`config.mk`:
```
export PLATFORM = sky130hd
export DESIGN_NAME = nlc_arith_unit
export DESIGN_NICKNAME = d
export VERILOG_FILES = /design/src/verilog/nlc_fix_pkg.sv /design/src/verilog/nlc_chan_pkg.sv /design/src/verilog/nlc_arith_unit.sv
export SDC_FILE = /design/constraint.sdc
export NUM_CORES = 2
export LEC_CHECK = 0
export BUFFER_PORTS_ARGS = -buffer_cell sky130_fd_sc_hd__buf_2
export CAP_MARGIN = 20
export CORE_ASPECT_RATIO = 1.1
export CORE_MARGIN = 5
export CORE_UTILIZATION = 46
export CTS_CLUSTER_SIZE = 12
export DETAILED_ROUTE_END_ITERATION = 16
export HOLD_SLACK_MARGIN = 0.02
export SYNTH_ARGS = -nofsm -noshare
export SYNTH_HDL_FRONTEND = slang
export SYNTH_SLANG_ARGS = --single-unit
```
`constraint.sdc`:
```
create_clock -name clk -period 17.8 [get_ports clk]
set_input_delay 0.89 -clock clk [delete_from_list [all_inputs] [get_ports clk]]
set_output_delay 0.89 -clock clk [all_outputs]
set_load 0.05 [all_outputs]
```
`src/verilog/nlc_fix_pkg.sv`:
```
package nlc_fix_pkg;

  // Arithmetic word, signed Q16.16
  localparam int FIX_W = 32;
  localparam int FRAC_BITS = 16;

  // ADC sample and corrected output width
  localparam int SAMPLE_W = 21;

  typedef logic signed [FIX_W-1:0] fix_t;
  typedef logic signed [SAMPLE_W-1:0] sample_t;

endpackage

```
`src/verilog/nlc_chan_pkg.sv`:
```
package nlc_chan_pkg;

  // Highest polynomial coefficient
  localparam int POLY_ORDER = 5;

  // One channel's constants, coeff[5] is the leading term
  typedef struct packed {
    nlc_fix_pkg::sample_t                     sample;
    nlc_fix_pkg::fix_t                        neg_mean;
    nlc_fix_pkg::fix_t                        recip_stdev;
    nlc_fix_pkg::fix_t [POLY_ORDER:0]         coeff;
  } chan_params_t;

  typedef enum logic {
    OP_ADD = 1'b0,
    OP_MUL = 1'b1
  } arith_op_t;

  // Requester tags on the shared unit
  localparam logic TAG_NORM = 1'b0;
  localparam logic TAG_POLY = 1'b1;

  typedef struct packed {
    arith_op_t         op;
    nlc_fix_pkg::fix_t a;
    nlc_fix_pkg::fix_t b;
    logic              tag;
  } arith_req_t;

  typedef struct packed {
    nlc_fix_pkg::fix_t result;
    logic              tag;
  } arith_rsp_t;

endpackage

```
`src/verilog/nlc_arith_unit.sv`:
```
module nlc_arith_unit #(
  parameter int ARITH_LATENCY = 2
) (
  input  logic                     clk,
  input  logic                     rst,
  input  logic                     req_valid,
  input  nlc_chan_pkg::arith_req_t req,
  output logic                     rsp_valid,
  output nlc_chan_pkg::arith_rsp_t rsp
);
  import nlc_fix_pkg::*;
  import nlc_chan_pkg::*;

  logic signed [2*FIX_W-1:0] prod;
  fix_t                      result;
  logic [ARITH_LATENCY-1:0]  vld_q;
  arith_rsp_t                pipe_q [ARITH_LATENCY];

  always_comb begin
    prod = req.a * req.b;
    if (req.op == OP_MUL) begin
      // Drop fraction bits, keep low word
      result = prod[FRAC_BITS +: FIX_W];
    end else begin
      result = req.a + req.b;
    end
  end

  always_ff @(posedge clk) begin
    if (rst) begin
      vld_q <= '0;
    end else begin
      vld_q[0] <= req_valid;
      for (int i = 1; i < ARITH_LATENCY; i++) begin
        vld_q[i] <= vld_q[i-1];
      end
    end
  end

  always_ff @(posedge clk) begin
    pipe_q[0].result <= result;
    pipe_q[0].tag    <= req.tag;
    for (int i = 1; i < ARITH_LATENCY; i++) begin
      pipe_q[i] <= pipe_q[i-1];
    end
  end

  assign rsp_valid = vld_q[ARITH_LATENCY-1];
  assign rsp       = pipe_q[ARITH_LATENCY-1];

endmodule

```
# Word-level counts from Yosys, hierarchy flattened
# Memory sizes are Yosys's and may differ from the RTL's.
# Index checks and enable logic that the tools add are counted.
# classes
n_bitwise	0
multipliers	1
n_addsub	1
eq_ne	0
mux	1
div_mod_pow	0
n_lt_le_gt_ge	0
reduce_logical	0
shifts	0
# op_table
cell	count
32-bit by 32-bit multiplier with 48-bit output	1
32-bit adder	1
32-bit 2-to-1 mux	1
# word_totals
latchBits	0
mem_bits_rw	66
output_inout_bits	34
in_bits	69
n_memories	1
romBits	0
register_bits	2
wordCells	5
# memory_table
memory	depth	word_bits	rd	rd_ports_with_merged_regs	wr	line	rtl
pipe_q	2	33	2	0	2	nlc_arith_unit.sv:17	arith_rsp_t pipe_q [ARITH_LATENCY];

# Logic depth before layout (Yosys ltp)
# logic_depth
word_depth	2
mapped_depth	26
ltp_nobuf	25

# Worst setup path before layout
# OpenSTA, ideal clock, no wires.
# synth_timing
path_kind	input port to flip-flop
from	in req[18] (netlist name)
to	mem pipe_q[0][21] (netlist name)
setup_slack_ps	10256
required_time_ps	17677
n_path_buf	2
arrival_time_ps	7421
cell_stages	23
setup_ps	123
cell_sequence	clkbuf_1 > clkbuf_1 > nand2_1 > fa_1 > fa_1 > inv_1 > fa_1 > inv_1 > fa_1 > inv_1 > fa_1 > fa_1 > fa_1 > fa_1 > ha_1 > a21oi_1 > nor4b_1 > a211oi_1 > a211oi_4 > a21boi_2 > or2_2 > a211oi_1 > o31ai_1
# synth_rtl
element	line	rtl
start, declared	nlc_arith_unit.sv:7	input nlc_chan_pkg::arith_req_t req,
end, declared	nlc_arith_unit.sv:17	

==> out/qor.csv <==
stage,metric,value,unit
clock_tree,cts.clk_slew.worst_paths,60,ps
clock_tree,clock_insertion_delay_worst_skew,330,ps
drt,number_of_remaining_drc_errors,0,
yosys,ys_seq_elements,68,
finish,nets,4479,
die,die_area,74880,um^2
clock_tree,cts.path.max_buffers,2,
sta,setup_viol,0,
worst_setup_path,worst_ep_arrival_time,8670,ps
die,initial_standard_cell_utilization_of_the_core,46.34,%
worst_setup_path,crit_fanout,32,
sta,fin_worst_skew,6.186,ps
drt,detailroute.via_count,23000,
finish,mostFrequentLayoutCells,"839 x fa_1, 789 x inv_1, 504 x nand2_1",
clock_tree,clock_tree_from_tritoncts,done,
clock_tree,cts.repair.resized,0,
yosys,yosys_warnings,0,
sta,maxSlewHeadroom,25.78,%
yosys,netlist.top_cell.by_area,fa_1,
drt,per_cell_routed_wire_length,22.66,um
die,dieWidth,261.4,um
global_routing,grt_pass1_vias,25600,
worst_setup_path,worstSetupStartpointType,input port,
outcome,run_status,"complete, no violations",
placed_design,io_buffer_count,102,
clock_tree,post_cts_hold_buffer_count,0,
min_path,timing.hold.worst.start,pipe_q[0][23],
drt,avgViaCountPerCell,5.337,
worst_setup_path,timing.rr.start,vld_q[0],
min_path,hold_class,reg -> reg,
yosys,post_synth.cell_area_avg,9.262,um^2
run,maxCapViolCount,0,
global_routing,globalRouteTotalUtil,26.98,%
die,core_region_area,69000,um^2
sta,drv_slew,0,
sta,maxClockFrequency,0.1182,GHz
drt,drt_iter0_markers,1513,
worst_setup_path,end_kind,flip-flop,
die,ios,103,
worst_setup_path,worst_r2r_endpoint,vld_q[1],
placed_design,place.detailed.hpwl,72.28,mm
sta,layout_min_cycle_time,8463,ps
global_routing,overflow,0,
finish,area.growth.synth_to_final,3.855,%
drt,drt_pass1_iterations,6,
sta,final_hold_viol_count,0,
yosys,mappedNetlistArea,31970,um^2
drt,totalWireLength,97.67,mm
clock_tree,cts_sinks,68,
sta,tightestPinTransition,1113,ps
clock_tree,cts_inserted_buffers,9,
sta,layout_worst_path_cycle_share,47.55,%
min_path,hold_depth,0,
finish,layout.cells.most_common,fa_1,
yosys,syn-instance-count,3452,
finish,layout_cells_sized_above_1,4.583,%
clock_tree,ctsHtreeMaxLevel,3,
yosys,post-synth-top-area-fraction,52.53,%
global_routing,maximum_number_of_pins_on_one_net_before_global_route_repair,47,
sta,setup_total_negative_slack,0,ps
yosys,synth_enable_flop_cells,0,
yosys,yosys.cell_types.count,73,
placed_design,finalWeightedCongestion,0.9436,
die,std_cell_rows,101,
yosys,syn-num-nets,4554,
global_routing,initial_antenna_violation_count,3,
worst_setup_path,critical_path_required,18000,ps
sta,rsz0062_at_grt,false,
worst_setup_path,timing.reg2reg.worst_path_depth,1,
yosys,synth_async_sr_flop_share,0,%
worst_setup_path,crit_path_category,in -> reg,
clock_tree,post-cts-setup-buffer-count,0,
clock_tree,root_buffer,clkbuf_16,
drt,drt.antenna.violating_nets,0,
yosys,dominantRegCellSynth,dfxtp_1,
die,die_height,286.5,um
yosys,synth-seq-area-share,4.258,%
yosys,netlist_top_cells_area,"fa_1 53%, inv_1 9.3%, and2_1 8.1%",
global_routing,global_route_wire_length_before_repair,152.2,mm
worst_setup_path,reg2reg_setup_slack,17300,ps
min_path,worst_hold_path.endpoint,pipe_q[0][56],
-- cells by family after synthesis --
kind of cell | Yosys count | share of synthesized area [%]
multiplexers | 8 | 0.2544
buffers and inverters | 995 | 12.07
XOR/XNOR | 92 | 2.520
AND/OR/NAND/NOR | 1045 | 16.27
AO/OA/AOI/OAI | 211 | 4.504
flip-flops | 68 | 4.258
adder cells (fa/ha/maj) | 1033 | 60.13
-- critical path, cell delays in order --
cell	delay, ps
buf_2	770
ha_1	450
fa_1	490
fa_1	440
fa_1	480
inv_1	50
fa_1	490
inv_1	60
fa_1	490
fa_1	510
fa_1	430
fa_1	420
ha_1	380
a21oi_1	180
o211ai_1	200
nor4b_1	320
a211oi_1	160
a211oi_4	540
nand3_1	240
a311oi_2	380
xnor2_1	180
o21ai_2	70
-- cell usage after synthesis, drive strengths merged, types with 7 or more instances --
| library cell | count |
|---|---|
| fa | 839 |
| inv | 790 |
| nand2 | 504 |
| and2 | 412 |
| ha | 194 |
| clkbuf | 171 |
| xnor2 | 71 |
| a21oi | 68 |
| dfxtp | 68 |
| nor2 | 43 |
| o21ai | 38 |
| buf | 34 |
| a21o | 21 |
| xor2 | 21 |
| nand3 | 18 |
| nor2b | 15 |
| o21a | 14 |
| a211oi | 13 |
| nand2b | 10 |
| nand4 | 9 |
| o21bai | 9 |
| a31oi | 7 |
| mux2i | 7 |
-- registers in the layout, indices dropped and copies added (netlist names) --
| name | cells |
|---|---|
| pipe_q | 66 |
| vld_q | 2 |
-- worst max path at each step --
| stage | start | endpoint |
|---|---|---|
| global route | req[43] | pipe_q[0][27] |
| detailed placement | req[43] | pipe_q[0][27] |
| floorplan | req[18] | pipe_q[0][21] |
| global placement | req[43] | pipe_q[0][27] |
| finish | req[43] | pipe_q[0][27] |
| CTS | req[43] | pipe_q[0][27] |
-- routing by layer --
metal / wire length (um) / vias to the layer above / global-route usage, %
li1: - / 9834 / -
met1: 36340 / 12050 / 32.87
met2: 50140 / 854 / 48.19
met3: 5645 / 257 / 3.537
met4: 5534 / 2 / 11.20
met5: 11 / - / 0
-- stage by stage --
stage                     std cells  cell area [um^2]  setup slack (ps)  utilization [%]  hold slack, ps
final                          4310             33200              9337            48.12           321.2
after global routing           4309             33200              9122            48.12           322.7
after CTS                      4309             33200              9430            48.12           318.3
after detailed placement       4293             32880              9063            47.65           312.1
after global placement         4293             32880              9147            47.65           311.1
after floorplan                3452             31970             10260                -           309.6
-- layout make-up --
cell class	count	area, um^2
clock buffer	9	225.2
timing repair buffer	119	638.1
clock inverter	7	100.1
fill	6665	35790
tap	927	1160
inverter	790	2965
sequential	68	1361
antenna	1	2.502
multi-input combinational	2389	26750
Power is not shown: default switching activity piles up to over one toggle a cycle in this logic, so the estimate is an artifact.
