$ cat src/verilog/nlc_fix_pkg.sv
package nlc_fix_pkg;

  // Arithmetic word, signed Q16.16
  localparam int FIX_W = 32;
  localparam int FRAC_BITS = 16;

  // ADC sample and corrected output width
  localparam int SAMPLE_W = 21;

  typedef logic signed [FIX_W-1:0] fix_t;
  typedef logic signed [SAMPLE_W-1:0] sample_t;

endpackage

$ cat src/verilog/nlc_chan_pkg.sv
package nlc_chan_pkg;

  // Highest polynomial coefficient
  localparam int POLY_ORDER = 5;

  // One channel's constants, coeff[5] is the leading term
  typedef struct packed {
    nlc_fix_pkg::sample_t                     sample;
    nlc_fix_pkg::fix_t                        neg_mean;
    nlc_fix_pkg::fix_t                        recip_stdev;
    nlc_fix_pkg::fix_t [POLY_ORDER:0]         coeff;
  } chan_params_t;

  typedef enum logic {
    OP_ADD = 1'b0,
    OP_MUL = 1'b1
  } arith_op_t;

  // Requester tags on the shared unit
  localparam logic TAG_NORM = 1'b0;
  localparam logic TAG_POLY = 1'b1;

  typedef struct packed {
    arith_op_t         op;
    nlc_fix_pkg::fix_t a;
    nlc_fix_pkg::fix_t b;
    logic              tag;
  } arith_req_t;

  typedef struct packed {
    nlc_fix_pkg::fix_t result;
    logic              tag;
  } arith_rsp_t;

endpackage

$ cat src/verilog/nlc_arbiter.sv
module nlc_arbiter (
  input  logic                     norm_req_valid,
  input  nlc_chan_pkg::arith_req_t norm_req,
  output logic                     norm_gnt,
  output logic                     norm_rsp_valid,
  input  logic                     poly_req_valid,
  input  nlc_chan_pkg::arith_req_t poly_req,
  output logic                     poly_gnt,
  output logic                     poly_rsp_valid,
  output nlc_fix_pkg::fix_t        rsp_result,
  output logic                     unit_req_valid,
  output nlc_chan_pkg::arith_req_t unit_req,
  input  logic                     unit_rsp_valid,
  input  nlc_chan_pkg::arith_rsp_t unit_rsp
);
  import nlc_chan_pkg::*;

  // Poly engine has priority, it holds the longer chain
  always_comb begin
    poly_gnt       = poly_req_valid;
    norm_gnt       = norm_req_valid && !poly_req_valid;
    unit_req_valid = poly_req_valid || norm_req_valid;
    if (poly_req_valid) begin
      unit_req     = poly_req;
      unit_req.tag = TAG_POLY;
    end else begin
      unit_req     = norm_req;
      unit_req.tag = TAG_NORM;
    end
  end

  // Return path steered by tag
  always_comb begin
    norm_rsp_valid = unit_rsp_valid && (unit_rsp.tag == TAG_NORM);
    poly_rsp_valid = unit_rsp_valid && (unit_rsp.tag == TAG_POLY);
    rsp_result     = unit_rsp.result;
  end

endmodule

$ cat config.mk
export PLATFORM = sky130hd
export DESIGN_NAME = nlc_arbiter
export DESIGN_NICKNAME = d
export VERILOG_FILES = /design/src/verilog/nlc_fix_pkg.sv /design/src/verilog/nlc_chan_pkg.sv /design/src/verilog/nlc_arbiter.sv
export SDC_FILE = /design/constraint.sdc
export NUM_CORES = 1
export LEC_CHECK = 0
export ABC_AREA = 1
export BUFFER_PORTS_ARGS = -buffer_cell sky130_fd_sc_hd__buf_4
export CORE_AREA = 2 2 105 107
export DETAILED_ROUTE_END_ITERATION = 7
export DIE_AREA = 0 0 107 109
export MAX_ROUTING_LAYER = met4
export PLACE_DENSITY = 0.48
export SYNTH_ARGS = -nofsm -noshare
export SYNTH_HDL_FRONTEND = slang
export SYNTH_SLANG_ARGS = --single-unit
$ cat constraint.sdc
create_clock -name vclk -period 0.9
set_input_delay 0.18 -clock vclk [all_inputs]
set_output_delay 0.18 -clock vclk [all_outputs]
set_load 0.02 [all_outputs]
Word level (Yosys, flattened, before mapping)
Cells that the tools add are included.
Storage, ports and cells
  output and inout port bits: 103
  input port bits: 168
  register bits: 0
  logic and storage cells: 7
Cells by class
  muxes and demuxes: 1
  bitwise logic cells: 1
  reduce and logical (&&, ||, !) cells: 5
Operator list (number)
  $mux 66: 1
  $logic_and 1x1->1: 3
  $logic_not 1->1: 1
  $logic_or 1x1->1: 1
  $not 1->1: 1

Longest topological paths before layout
Gate-level depths: netlist of run 1.
  depth in word-level cells: 2
  depth in mapped cells: 5
  gate-level depth less buffers: 3

Worst setup path after synthesis of run 1
No wires, ideal clock.
  path kind: input port to output port
  from: input port poly_req_valid
  to: output port unit_req[24] (netlist bit)
  buffers on the path: 2
  data required time: 0.720 ns
  arrival: 0.744 ns
  cell stages on the path: 5
  setup slack: -0.024 ns
  path through: inv_2 buf_2 buf_4 nand2_1 nand2_1
RTL lines
  start, declared: line nlc_arbiter.sv:6  | input logic poly_req_valid,
  end, declared: line nlc_arbiter.sv:12  | output nlc_chan_pkg::arith_req_t unit_req,

==> results of run 1 <==
-- logic make-up (layout without fill, tap and decap cells) --
logic type | after synthesis | after routing | share of synthesized area (%)
AND/OR/NAND/NOR | 199 | 199 | 67.6
buffers and inverters | 52 | 233 | 32.4
-- cell type report --
class | count | share of cell area [%]
multi-input combinational | 199 | 31.7
inverter | 4 | 0.754
timing repair buffer | 229 | 62.7
tap | 140 | 4.80
-- power by group --
part | internal (W) | total (W) | switching [W]
clock | 0 | 0 | 0
combinational | 0.00120 | 0.00219 | 0.000996
sequential | 0 | 0 | 0
-- worst paths after layout --
path                           start  cells after the start        endpoint
worst max-delay path  poly_req_valid                      7    unit_req[55]
worst min-delay path    unit_rsp[13]                      0  rsp_result[12]
-- per-stage QoR --
stage          setup slack [ns]  util (%)  hold slack (ns)  TNS [ns]
6_report                 -0.163      34.4            0.360     -8.86
5_1_grt                  -0.201      34.4            0.360    -11.03
4_1_cts                  -0.170      30.5            0.360     -9.74
3_5_place_dp             -0.180      25.0            0.360    -10.63
3_3_place_gp             -0.180      25.0            0.360    -10.27
2_1_floorplan            0.0107         -            0.440         0
-- per-layer routing --
layer  track usage (%)  vias up  part of all wire, %
li1                  -     1073                    -
met4              1.21        0                  1.5
met1              12.0      980                   34
met3              1.85       16                  8.1
met5                 -        -                    0
met2              24.9      148                   56
-- synthesized netlist by cell type (all sizes together) --
master / number / area (sq um)
buf: 46 / 335
clkbuf: 2 / 7.51
inv: 4 / 15.0
nand2: 197 / 739
nor2: 2 / 7.51
-- timing repair --
| item | 4_1_cts | 5_1_grt |
|---|---|---|
| gates cloned | 9 | 5 |
| endpoints found under the hold margin | 0 | 0 |
| pin swaps | 2 | 12 |
| endpoints found under the setup margin | 67 | 67 |
| buffers inserted | 6 | 0 |
| resized for setup | 86 | 98 |
==> results.cfg, run 1 <==
[run_status]
outcome = finished with violations
violations = setup timing

[sta]
timing.final.crit_share_pct = 118
slew_headroom_pct = 88.2
setup_ws_ns = -0.163
hold_viol_final = 0
rsz0062_at_grt = yes
fmax_ghz = 0.940
finalCriticalPeriod_ns = 1.06
worstMarginPinSlew_ns = 0.177
setup_viol = 67
drv_slew = 0

[synth]
ys_seq_area_share_pct = 0
yosys_warnings = 0
ys_types = 7
syn_nets = 419
avgSynthCellArea_sq_um = 4.40
synth_cells = 251
syn_area_sq_um = 1100

[critical_path]
crit_chain = buf_12, inv_12, buf_12, clkbuf_16, nand2_4, nand2_2, buf_6
cp_common_cell = buf_12
crit_family = buffers and inverters
required_ns = 0.72
crit_slowest_cell = clkbuf_16
critPathBufInv = 5
end_kind = primary output
critPathKind = input port to primary output
crit_path_start_kind = input port
cpPeakStageDelay_ns = 0.17
crit_path_max_fanout = 4
crit_arrival_ns = 0.88

[finish]
n_antenna_cell = 0
nets = 602
fillCellCount = 1098
layout_common_cells = buf_4 (150), nand2_2 (98), nand2_1 (78)
seq_area_sq_um = 0
drive_gt1_share_pct = 81.0
post-route-cell-area_sq_um = 3650
multi_input_area_sq_um = 1160
clkbuf_count = 0
final_common_cell = buf_4
seq_cell_count = 0
finalNonFillerCells = 572
area_growth_pct = 230

[routing]
vias = 2217
drtIter0Drc = 75
antenna_left = 0
wirelength_um = 8340
wl_per_cell_um = 14.6
dr.pass1.iters = 3
drc_errors = 0
vias_per_cell = 3.88

[global_route]
grt_max_degree = 24
track_usage_pct = 12.0
grt_pass1_vias = 2068
overflow = 0
grt_pass1_wl_um = 10600
antenna_found_initial = 0

[place]
dp.final_hpwl_um = 4870
postPlaceCellArea_sq_um = 2650
portBuffers = 205
dp_cells = 553
place_congestion = 0.725

[die]
die_y_um = 109
core_area_sq_um = 10600
dieArea_sq_um = 11700
die_x_um = 107
top_level_ports = 271
start_util_pct = 10.4
row_count = 38

[pwr]
finalPower_w = 0.00219
ir_drop_mv = 0.213
pwr_density_cell_nw_per_um2 = 602
power_leakage_nw = 2.04

[cts]
postCtsHoldBufs = 0

[run]
maxCapViolations = 0

[hold_path]
min_path_type = input port to primary output
Power figures use the tool's default switching activity.
==> inputs of run 2 (changes only) <==
--- a/config.mk
+++ b/config.mk
@@ -12,6 +12,7 @@
 export DIE_AREA = 0 0 107 109
 export MAX_ROUTING_LAYER = met4
 export PLACE_DENSITY = 0.48
+export REMOVE_ABC_BUFFERS = 1
 export SYNTH_ARGS = -nofsm -noshare
 export SYNTH_HDL_FRONTEND = slang
 export SYNTH_SLANG_ARGS = --single-unit
==> constraint.sdc (replaced) <==
create_clock -name vclk -period 1.2
set_input_delay 0.24 -clock vclk [all_inputs]
set_output_delay 0.24 -clock vclk [all_outputs]
set_load 0.02 [all_outputs]
==> run 2 against run 1 <==
The flow now finishes without violations. Sequential cell count stayed put. Cell area is 28% lower. Die area unchanged. Utilization fell by 9.5 points. Non-clock buffer count down 17. Cell count decreased by 3.0%. Routed wire length is 15% lower. Clock-buffer cell count is the same. Via count down 6.8%. Combinational power fell by 47%. First-iteration DRC count is 45% higher. Sequential share of layout area unchanged.
==> results.cfg, run 2 (synthesis results as in run 1) <==
[run_status]
outcome = finished clean

[finish]
drive_gt1_share_pct = 51.3
final_common_cell = buf_4
fillCellCount = 1216
seq_cell_count = 0
n_antenna_cell = 0
nets = 585
finalNonFillerCells = 555
fin_util_pct = 24.9
area_growth_pct = 139
layout_common_cells = buf_4 (205), nand2_1 (197), inv_1 (3), buf_12 (3)
clkbuf_count = 0
multi_input_area_sq_um = 747
seq_area_sq_um = 0
post-route-cell-area_sq_um = 2640

[routing]
drtIter0Drc = 109
vias_per_cell = 3.72
antenna_left = 0
dr.pass1.iters = 4
wl_per_cell_um = 12.7
drc_errors = 0
wirelength_um = 7050
vias = 2067

[global_route]
grt_pass1_vias = 1852
overflow = 0
grt_max_degree = 38
grt_pass1_wl_um = 9270
track_usage_pct = 10.4
antenna_found_initial = 0

[die]
row_count = 38
die_y_um = 109
core_area_sq_um = 10600
start_util_pct = 10.4
dieArea_sq_um = 11700
die_x_um = 107
top_level_ports = 271

[sta]
slew_headroom_pct = 89.2
hold_ws_ns = 0.480
timing.final.crit_share_pct = 95.0
drv_slew = 0
rsz0062_at_grt = no
setup_viol = 0
hold_viol_final = 0
fmax_ghz = 0.877
finalCriticalPeriod_ns = 1.14
worstMarginPinSlew_ns = 0.163

[cts]
postCtsHoldBufs = 0
post_cts_buffers = 0

[critical_path]
crit_path_max_fanout = 15
crit_slowest_cell = clkbuf_16
crit_arrival_ns = 0.90
critPathKind = input port to primary output
crit_family = buffers and inverters
cp_common_cell = nand2_1
critPathBufInv = 4
crit_path_start_kind = input port
required_ns = 0.96
crit_chain = buf_6, clkinv_8, clkbuf_16, nand2_1, nand2_1, buf_4
cpPeakStageDelay_ns = 0.18
end_kind = primary output

[place]
place_congestion = 0.729
dp.final_hpwl_um = 5750
dp_cells = 553
portBuffers = 205
postPlaceCellArea_sq_um = 2560

[pwr]
power_leakage_nw = 1.67
ir_drop_mv = 0.183
pwr_density_cell_nw_per_um2 = 443

[run]
maxCapViolations = 0

[hold_path]
min_path_type = input port to primary output
## run 2: changes by cell type in the layout (fill, tap and decap cells not counted), sizes merged
cell | previous run | this run
clkbuf | 5 | 1
clkinv | 0 | 1
buf | 224 | 211
inv | 4 | 3
## run 2: final cells by class
| class | count | area share, % |
|---|---|---|
| Inverter | 4 | 1.04 |
| Tap cell | 140 | 6.64 |
| Multi-Input combinational cell | 199 | 28.3 |
| Timing Repair Buffer | 212 | 64.0 |
## run 2: what timing repair did
item,4_1_cts,5_1_grt
cloned,1,1
endpoints found under the setup margin,7,32
hold endpoints to repair,0,0
resized for setup,4,3
## run 2: path summary, 6_finish.rpt
path	startpoint	endpoint	slack, ns	cells after the start
worst max-delay path	poly_req_valid	unit_req[35]	0.06	6
worst min-delay path	unit_rsp[1]	rsp_result[0]	0.48	0
## run 2: layer usage
metal  GRT usage [%]  wire, um  share of wire [%]
met3            6.34      1130                 16
met5               -         0                  0
met4           0.464        21               0.30
met1            12.9      2880                 41
met2            15.3      3020                 43
## run 2: through the flow
step / setup WS (ns) / TNS (ns) / total power (W)
3_3_place_gp: -0.00522 / -0.00522 / 0.00113
5_1_grt: 0.00217 / 0 / 0.00126
4_1_cts: 0.00972 / 0 / 0.00116
2_1_floorplan: -0.0801 / -4.22 / 0.000424
3_5_place_dp: -0.0123 / -0.0363 / 0.00114
6_report: 0.0598 / 0 / 0.00117
## run 2: where the power goes
| group | total (W) | switching (W) | internal, W |
|---|---|---|---|
| logic | 0.00117 | 0.000549 | 0.000620 |
| registers | 0 | 0 | 0 |
| clock network | 0 | 0 | 0 |
