--- config.mk ---
export PLATFORM = sky130hd
export DESIGN_NAME = nlc_normalizer
export DESIGN_NICKNAME = d
export VERILOG_FILES = /design/src/verilog/nlc_fix_pkg.sv /design/src/verilog/nlc_chan_pkg.sv /design/src/verilog/nlc_normalizer.sv
export SDC_FILE = /design/constraint.sdc
export NUM_CORES = 1
export LEC_CHECK = 0
export BUFFER_PORTS_ARGS = -buffer_cell sky130_fd_sc_hd__buf_2
export CAP_MARGIN = 0
export CORE_AREA = 4 4 162 164
export DETAILED_ROUTE_END_ITERATION = 12
export DIE_AREA = 0 0 166 168
export SYNTH_ARGS = -nofsm -noshare
export SYNTH_HDL_FRONTEND = slang
export SYNTH_SLANG_ARGS = --single-unit
export TNS_END_PERCENT = 10
--- constraint.sdc ---
create_clock -name clk -period 9.7 [get_ports clk]
set_clock_uncertainty 0.2 [all_clocks]
set_input_delay 1.455 -clock clk [delete_from_list [all_inputs] [get_ports clk]]
set_output_delay 1.455 -clock clk [all_outputs]
set_load 0.05 [all_outputs]
--- src/verilog/nlc_fix_pkg.sv ---
package nlc_fix_pkg;

  // Arithmetic word, signed Q16.16
  localparam int FIX_W = 32;
  localparam int FRAC_BITS = 16;

  // ADC sample and corrected output width
  localparam int SAMPLE_W = 21;

  typedef logic signed [FIX_W-1:0] fix_t;
  typedef logic signed [SAMPLE_W-1:0] sample_t;

endpackage

--- src/verilog/nlc_chan_pkg.sv ---
package nlc_chan_pkg;

  // Highest polynomial coefficient
  localparam int POLY_ORDER = 5;

  // One channel's constants, coeff[5] is the leading term
  typedef struct packed {
    nlc_fix_pkg::sample_t                     sample;
    nlc_fix_pkg::fix_t                        neg_mean;
    nlc_fix_pkg::fix_t                        recip_stdev;
    nlc_fix_pkg::fix_t [POLY_ORDER:0]         coeff;
  } chan_params_t;

  typedef enum logic {
    OP_ADD = 1'b0,
    OP_MUL = 1'b1
  } arith_op_t;

  // Requester tags on the shared unit
  localparam logic TAG_NORM = 1'b0;
  localparam logic TAG_POLY = 1'b1;

  typedef struct packed {
    arith_op_t         op;
    nlc_fix_pkg::fix_t a;
    nlc_fix_pkg::fix_t b;
    logic              tag;
  } arith_req_t;

  typedef struct packed {
    nlc_fix_pkg::fix_t result;
    logic              tag;
  } arith_rsp_t;

endpackage

--- src/verilog/nlc_normalizer.sv ---
module nlc_normalizer #(
  parameter int NUM_CH = 16
) (
  input  logic                        clk,
  input  logic                        rst,
  input  logic                        start,
  output logic [$clog2(NUM_CH)-1:0]   chan,
  input  nlc_chan_pkg::chan_params_t  params,
  output logic                        req_valid,
  output nlc_chan_pkg::arith_req_t    req,
  input  logic                        gnt,
  input  logic                        rsp_valid,
  input  nlc_fix_pkg::fix_t           rsp_result,
  output logic                        norm_valid,
  output logic [$clog2(NUM_CH)-1:0]   norm_chan,
  output nlc_fix_pkg::fix_t           norm_value
);
  import nlc_fix_pkg::*;
  import nlc_chan_pkg::*;

  localparam int CH_W = $clog2(NUM_CH);

  typedef enum logic [2:0] {
    S_IDLE,
    S_ADD_REQ,
    S_ADD_WAIT,
    S_MUL_REQ,
    S_MUL_WAIT
  } state_t;

  state_t          state;
  logic [CH_W-1:0] chan_q;
  logic            restart_q;
  logic            restart;
  fix_t            sum_q;
  fix_t            sample_fix;

  assign chan    = chan_q;
  assign restart = restart_q || start;

  // Sample into Q16.16
  assign sample_fix = fix_t'(params.sample) <<< FRAC_BITS;

  always_comb begin
    req_valid = (state == S_ADD_REQ) || (state == S_MUL_REQ);
    req.tag   = 1'b0;
    if (state == S_MUL_REQ) begin
      req.op = OP_MUL;
      req.a  = sum_q;
      req.b  = params.recip_stdev;
    end else begin
      req.op = OP_ADD;
      req.a  = sample_fix;
      req.b  = params.neg_mean;
    end
  end

  always_ff @(posedge clk) begin
    if (rst) begin
      state      <= S_IDLE;
      chan_q     <= '0;
      restart_q  <= 1'b0;
      norm_valid <= 1'b0;
    end else begin
      norm_valid <= 1'b0;
      case (state)
        S_IDLE: begin
          if (start) begin
            chan_q <= '0;
            state  <= S_ADD_REQ;
          end
        end
        S_ADD_REQ, S_MUL_REQ: begin
          // Request stays up until granted, restart comes later
          if (start) begin
            restart_q <= 1'b1;
          end
          if (gnt) begin
            state <= (state == S_ADD_REQ) ? S_ADD_WAIT : S_MUL_WAIT;
          end
        end
        default: begin
          if (rsp_valid && restart) begin
            // Outstanding result is dropped
            restart_q <= 1'b0;
            chan_q    <= '0;
            state     <= S_ADD_REQ;
          end else if (rsp_valid && state == S_ADD_WAIT) begin
            state <= S_MUL_REQ;
          end else if (rsp_valid) begin
            norm_valid <= 1'b1;
            if (chan_q == CH_W'(NUM_CH - 1)) begin
              state <= S_IDLE;
            end else begin
              chan_q <= chan_q + 1'b1;
              state  <= S_ADD_REQ;
            end
          end else if (start) begin
            restart_q <= 1'b1;
          end
        end
      endcase
    end
  end

  always_ff @(posedge clk) begin
    if (rsp_valid && state == S_ADD_WAIT) begin
      sum_q <= rsp_result;
    end
    if (rsp_valid && state == S_MUL_WAIT) begin
      norm_chan  <= chan_q;
      norm_value <= rsp_result;
    end
  end

endmodule

Yosys cells after proc, flatten, opt, wreduce, memory -nomap -nowiden
Index checks and enable logic that the tools add are counted.

storage, ports and cells
  register bits after elaboration = 77
  output and inout port bits = 108
  word-level logic and storage cells = 55

operators by class
  $add $sub $neg = 1
  equality and inequality tests = 11
  mux-type cells = 21
  bitwise gates (word level) = 2
  reduce and logical (&&, ||, !) cells = 13

operators with widths
  kind                 count
  $mux 65              1
  $mux 4               5
  $mux 3               6
  $ne 3x2->1 const B   3
  $pmux 4 s2           1
  $eq 3x2->1 const B   2
  $mux 1               6
  $pmux 3 s2           1
  $reduce_and 3->1     2
  $reduce_or 6->1      1
  $reduce_and 5->1     1
  $reduce_bool 5->1    1
  $add 4x1->4 const B  1
  $eq 4x4->1 const B   1
  $ne 2x2->1 const B   2
  $eq 3x1->1 const B   1
  $eq 3x3->1 const B   1
  $logic_and 1x1->1    3
  $logic_not 3->1      1
  $ne 3x1->1 const B   1
  $reduce_bool 3->1    1
  $logic_or 1x1->1     2
  $not 1->1            2
  $pmux 1 s2           1
  $reduce_or 2->1      1

Longest topological paths before layout
Gate-level depths: netlist of run 1.

  depth after elaboration = 6
  mapped depth = 6
  depth with buffers taken out = 5

Least setup slack after synthesis of run 1
OpenSTA, ideal clock, no wires.

  path kind = input port to flip-flop
  start = in rsp_valid
  end = reg norm_chan[0], enable pin
  library setup time = 0.474 ns
  data arrival time = 4.056 ns
  required time = 9.026 ns
  setup slack = 4.970 ns
  stages = 2
  path buffers = 0
  cell sequence = nand2_1 > nor3_1

on the way
  word-level cells in the longest chain between the ends = 1

ends and longest elaborated chain
  item                  RTL line               RTL
  start, declared       nlc_normalizer.sv:12   input logic rsp_valid,
  $logic_and 1x1->1     nlc_normalizer.sv:110  if (rsp_valid && state == S_MUL_WAIT) begin
  end signal, assigned  nlc_normalizer.sv:111  norm_chan <= chan_q;
  end, declared         nlc_normalizer.sv:15   output logic [$clog2(NUM_CH)-1:0] norm_chan,

No other way between the ends.
A chain may end at the register's enable or synchronous reset.

==> reports/results.tsv, run 1 <==
metric	value	unit
post-CTS setup buffers	0	
ys flop type	edfxtp_1	
largest net degree at the start of global routing	51	
vias per cell	3.51	
Starting Density	0.145	
synth-to-layout area growth	48.0	%
DP Area	5010	um^2
Max Cap Viol	0	
hold_buf cts	0	
Slew @ Worst Pin	0.967	ns
WHS	0.307	ns
GP Congestion	0.816	
CTS Buffer Depth	2	
die width	166	um
HPWL after detailed placement	11700	um
num ports	422	
Final Hold Fails	0	
worst-path maximum fanout	50	
Skew-Pair Late Insertion Delay	0.34	ns
fin nets	750	
router iterations before antenna repair	4	
worst path bufs/invs	1	
worst vdd rail ir drop	0.0000832	V
CTS tree	done	
Clock transition at path regs	0.06	ns
gr ovfl total	0	
Synth Register Bits	77	
post-cts resize count	0	
cts bufs inserted	9	
Fmax	198	MHz
Crit Path Category	register to output pin	
CTS H-Tree Depth	3	
vias	2704	
Crit-path slowest cell	and2_4	
Mapped Nets	527	
PD cells	202	nW/um^2
layout cell share with drive strength beyond 1	0.691	
All-Layer GR Usage	0.101	
Required @ worst endpoint	8.05	ns
Cells after Synth	212	
CP startpoint kind	register	
synth warn	0	
DIE AREA	27900	um^2
post-route antenna net violation count	0	
EDFF count, synth	68	
final worst path period need	5.05	ns
clock sinks	77	
setup TNS	0	ns
most frequent cell after synthesis	edfxtp_1	
wire per inst	18.6	um
asr flop ratio synth	0	
top-area cell type share of the netlist area	0.566	
Max-Slew Margin vs Limit	0.356	
Cell variety after synth	47	
clock root cell	clkbuf_16	
Min-Delay Path Class	register to register	
core area	24900	um^2
initial antenna violation count	8	
Final Cycle Share	0.520	
Post-Syn Area per Cell	17.0	um^2
arrival time at the worst endpoint	3.39	ns
final max-slew violation count	0	
outcome	complete, no violations	
final setup violation count	0	
final WL	14300	um
row cnt	58	
first-pass GRT wire length	20100	um
DR iter-0 viols	60	
Commonest cells post-synth	edfxtp_1, mux2_4, and3_1	
vias in the first global route	2862	
Final Cell Area	5340	um^2
sequential fraction of the synthesis area	0.616	
# port buffers	223	
RSZ-0062 raised after global routing	false	
Leak	2.34	nW
reg2reg setup slack	6.70	ns
FILL cells	2678	
Top delay family on crit path	simple AND/OR/NAND/NOR gates	
cell taking the most area after synthesis	edfxtp_1	
Post-Syn Area	3610	um^2
Vert. Die Dim	168	um
CP max stage delay	0.89	ns
crit-path cells	nor2b_2 > and2_4 > mux2_4 > buf_2	
DRC Markers	0	
Worst setup EP type	output pin	
Area contributors post-synth	edfxtp_1, mux2_4, dfxtp_1	
state kept, by name, indices dropped and copies added, names as in the netlist:
signal,cells
norm_value,32
sum_q,32
chan,4
norm_chan,4
state,3
norm_valid,1
restart_q,1
power breakdown:
part / switching, mW / leakage (nW) / total [mW] / internal (mW)
clock network: 0.140 / 0.155 / 0.368 / 0.229
logic: 0.207 / 1.49 / 0.309 / 0.101
registers: 0.0206 / 0.687 / 0.404 / 0.383
metrics by stage:
step	utilization	total power, mW	cells	setup WS (ns)
2_1_floorplan	-	0.644	212	4.97
3_3_place_gp	0.201	0.720	754	5.04
3_5_place_dp	0.201	0.722	754	5.06
4_1_cts	0.215	1.10	770	4.67
5_1_grt	0.215	1.14	771	4.50
6_report	0.215	1.08	771	4.65
area by class of cell:
type	instances	area (um^2)	area share
multi-input combinational	120	1240	0.232
inverter	2	7.51	0.00140
antenna	1	2.50	0.000468
tap	330	413	0.0773
clock buffer	9	225	0.0421
clock inverter	7	104	0.0194
sequential	77	2220	0.416
timing repair buffer	225	1130	0.212
final timing paths:
path	to	startpoint	cells after the start
setup / recovery	req[6]	state[0]	4
hold / removal	chan[1]	chan[1]	2
setup reg to reg	state[2]	state[0]	4
hold reg to reg	chan[1]	chan[1]	2
worst min-delay path: stages (launching register included):
cell and delay (ns):
dfxtp_1 0.34, nand2_1 0.07, mux2i_1 0.06
placed cells by master (no fill, tap or decap), types with 2 or more instances in the layout:
master	n
a21oi_1	3
and3_1	16
buf_2	223
buf_4	2
bufinv_16	2
clkbuf_16	9
clkinvlp_4	2
dfxtp_1	9
edfxtp_1	68
inv_1	2
inv_6	2
mux2_4	48
mux2i_1	2
nand2_1	8
nand3_1	3
nor2_1	5
nor3_1	3
nor3_2	2
o21a_1	2
routing by layer:
layer	GRT usage	part of all wire	vias to the layer above	wire length (um)
met1	0.115	0.40	1228	5790
met4	0.0348	0.016	12	225
met3	0.0810	0.17	21	2470
met5	0	0.0058	-	83
met2	0.140	0.40	172	5770
li1	-	-	1271	-
kinds of logic (layout without fill, tap and decap cells):
group                    count (synthesis)  count (layout)  synth area share
buffers and inverters                   15             243            0.0426
AND/OR/NAND/NOR                         48              48            0.0794
other                                    1               2           0.00104
multiplexers                            50              50             0.205
adder cells (fa/ha/maj)                  1               1           0.00347
AO/OA/AOI/OAI                           20              20            0.0527
flip-flops                              77              77             0.616
No activity file was read; power rests on OpenSTA's default activity.
==> inputs of run 2 (changes only) <==
--- a/config.mk
+++ b/config.mk
@@ -7,9 +7,9 @@
 export LEC_CHECK = 0
 export BUFFER_PORTS_ARGS = -buffer_cell sky130_fd_sc_hd__buf_2
 export CAP_MARGIN = 0
-export CORE_AREA = 4 4 162 164
+export CORE_AREA = 4 4 161 163
 export DETAILED_ROUTE_END_ITERATION = 12
-export DIE_AREA = 0 0 166 168
+export DIE_AREA = 0 0 165 167
 export SYNTH_ARGS = -nofsm -noshare
 export SYNTH_HDL_FRONTEND = slang
 export SYNTH_SLANG_ARGS = --single-unit
==> constraint.sdc (replaced) <==
create_clock -name clk -period 4.8 [get_ports clk]
set_clock_uncertainty 0.2 [all_clocks]
set_input_delay 0.72 -clock clk [delete_from_list [all_inputs] [get_ports clk]]
set_output_delay 0.72 -clock clk [all_outputs]
set_load 0.05 [all_outputs]
==> run 2 against run 1 <==
Critical path depth fell by 1. Core utilization rose by 0.48 points. Register-to-register slack got worse by 4.5 ns. Critical endpoint is now req[20]. Largest power group unchanged. Wire length fell by 2.1%.
==> reports/results.tsv, run 2 (synthesized netlist as in run 1, its figures left out) <==
metric	value	unit
clock sinks	77	
Skew-Pair Late Insertion Delay	0.33	ns
HPWL after detailed placement	11300	um
arrival time at the worst endpoint	2.85	ns
Fmax	266	MHz
Leak	2.33	nW
Critical Path Sink	req[20]	
outcome	complete, no violations	
final WL	14000	um
switch share	0.338	
Worst setup EP type	output pin	
Top delay family on crit path	flip-flops	
vias	2723	
gr ovfl total	0	
Worst R2R End	chan[0]	
Worst R2R Start	state[1]	
Clock transition at path regs	0.06	ns
Vert. Die Dim	167	um
Starting Density	0.148	
Internal Power	1.42	mW
crit-path cells	and2_4 > mux2_4 > buf_2	
Max Cap Viol	0	
Min-Delay Path Depth	1	
CTS H-Tree Depth	3	
final non-filler cell total	770	
Required @ worst endpoint	3.88	ns
post-route antenna net violation count	0	
CTS tree	done	
vias in the first global route	2834	
CP max stage delay	0.92	ns
CP startpoint kind	register	
Max-Slew Margin vs Limit	0.372	
combinational share of power	0.290	
most frequent cells in the layout	buf_2, edfxtp_1, mux2_4, and3_1, clkbuf_16	
final setup violation count	0	
initial antenna violation count	13	
largest net degree at the start of global routing	51	
worst vdd rail ir drop	0.000163	V
die width	165	um
Worst path depth	3	
router iterations before antenna repair	4	
switching pwr	0.722	mW
num ports	422	
vias per cell	3.54	
Slew @ Worst Pin	0.942	ns
clock root cell	clkbuf_16	
PD cells	401	nW/um^2
post-CTS setup buffers	0	
setup TNS	0	ns
R2R cell count	4	
CTS Buffer Depth	2	
final worst path period need	3.77	ns
# port buffers	223	
worst-path maximum fanout	50	
synth-to-layout area growth	47.9	%
DR iter-0 viols	67	
Final Cycle Share	0.785	
GP Congestion	0.723	
row cnt	57	
All-Layer GR Usage	0.0963	
Placed Cells	749	
commonest non-fill, non-tap cell in the layout	buf_2	
Largest regs	norm_value (32), sum_q (32)	
Crit Path Category	register to output pin	
RSZ-0062 raised after global routing	false	
worst path bufs/invs	1	
CP startpoint	state[1]	
core area	24300	um^2
DRC Markers	0	
layout cell share with drive strength beyond 1	0.689	
hold_buf cts	0	
first-pass GRT wire length	18700	um
post-cts resize count	0	
DIE AREA	27600	um^2
Clk pwr share	0.329	
cts bufs inserted	9	
Min-Delay Path Class	register to register	
Crit-path slowest cell	dfxtp_1	
reg2reg setup slack	2.23	ns
register share of total power	0.381	
fin nets	751	
wire per inst	18.2	um
final max-slew violation count	0	
Final Hold Fails	0	
==> run 2: worst register-to-register path: stages (launching register included) <==
cell	delay, ns
dfxtp_1	0.92
and4bb_4	0.77
a2bb2oi_2	0.16
o21ai_2	0.25
mux2i_1	0.20
==> run 2: worst min path at each step <==
stage          startpoint         end  slack (ns)
4_1_cts         restart_q  norm_valid        0.32
3_5_place_dp    restart_q  norm_valid        0.31
2_1_floorplan   restart_q  norm_valid        0.25
5_1_grt         restart_q  norm_valid        0.32
6_report        restart_q  norm_valid        0.31
3_3_place_gp    restart_q  norm_valid        0.31
==> run 2: per-layer routing <==
metal,share of wire,up-vias,global-route usage
met1,0.38,1231,0.0970
met3,0.19,29,0.0885
met5,0.0070,-,0
met4,0.019,16,0.0376
met2,0.41,168,0.139
li1,-,1279,-
==> run 2: stage by stage <==
stage | total power, mW | instance area [um^2] | utilization | worst slack, ns | hold slack (ns)
after global placement | 1.45 | 5010 | 0.206 | 1.34 | 0.306
after floorplan | 1.30 | 3610 | - | 0.805 | 0.246
after detailed placement | 1.46 | 5010 | 0.206 | 1.35 | 0.313
after CTS | 2.18 | 5330 | 0.219 | 0.972 | 0.317
final | 2.14 | 5340 | 0.219 | 1.03 | 0.313
after global routing | 2.24 | 5330 | 0.219 | 0.840 | 0.324
==> run 2: layout make-up <==
class	count	area, um^2
Fill cell	2634	19000
Sequential cell	77	2220
Multi-Input combinational cell	120	1240
Timing Repair Buffer	226	1140
Tap cell	324	405
Clock buffer	11	254
Clock inverter	5	58.8
Antenna cell	5	12.5
Inverter	2	7.51
==> run 2: power by group through the flow <==
| stage | clock network, mW | logic, mW | registers (mW) |
|---|---|---|---|
| after CTS | 0.738 | 0.629 | 0.815 |
| after detailed placement | 0 | 0.626 | 0.830 |
| final | 0.704 | 0.619 | 0.815 |
| after global routing | 0.764 | 0.658 | 0.821 |
| after global placement | 0 | 0.625 | 0.829 |
| after floorplan | 0 | 0.481 | 0.820 |
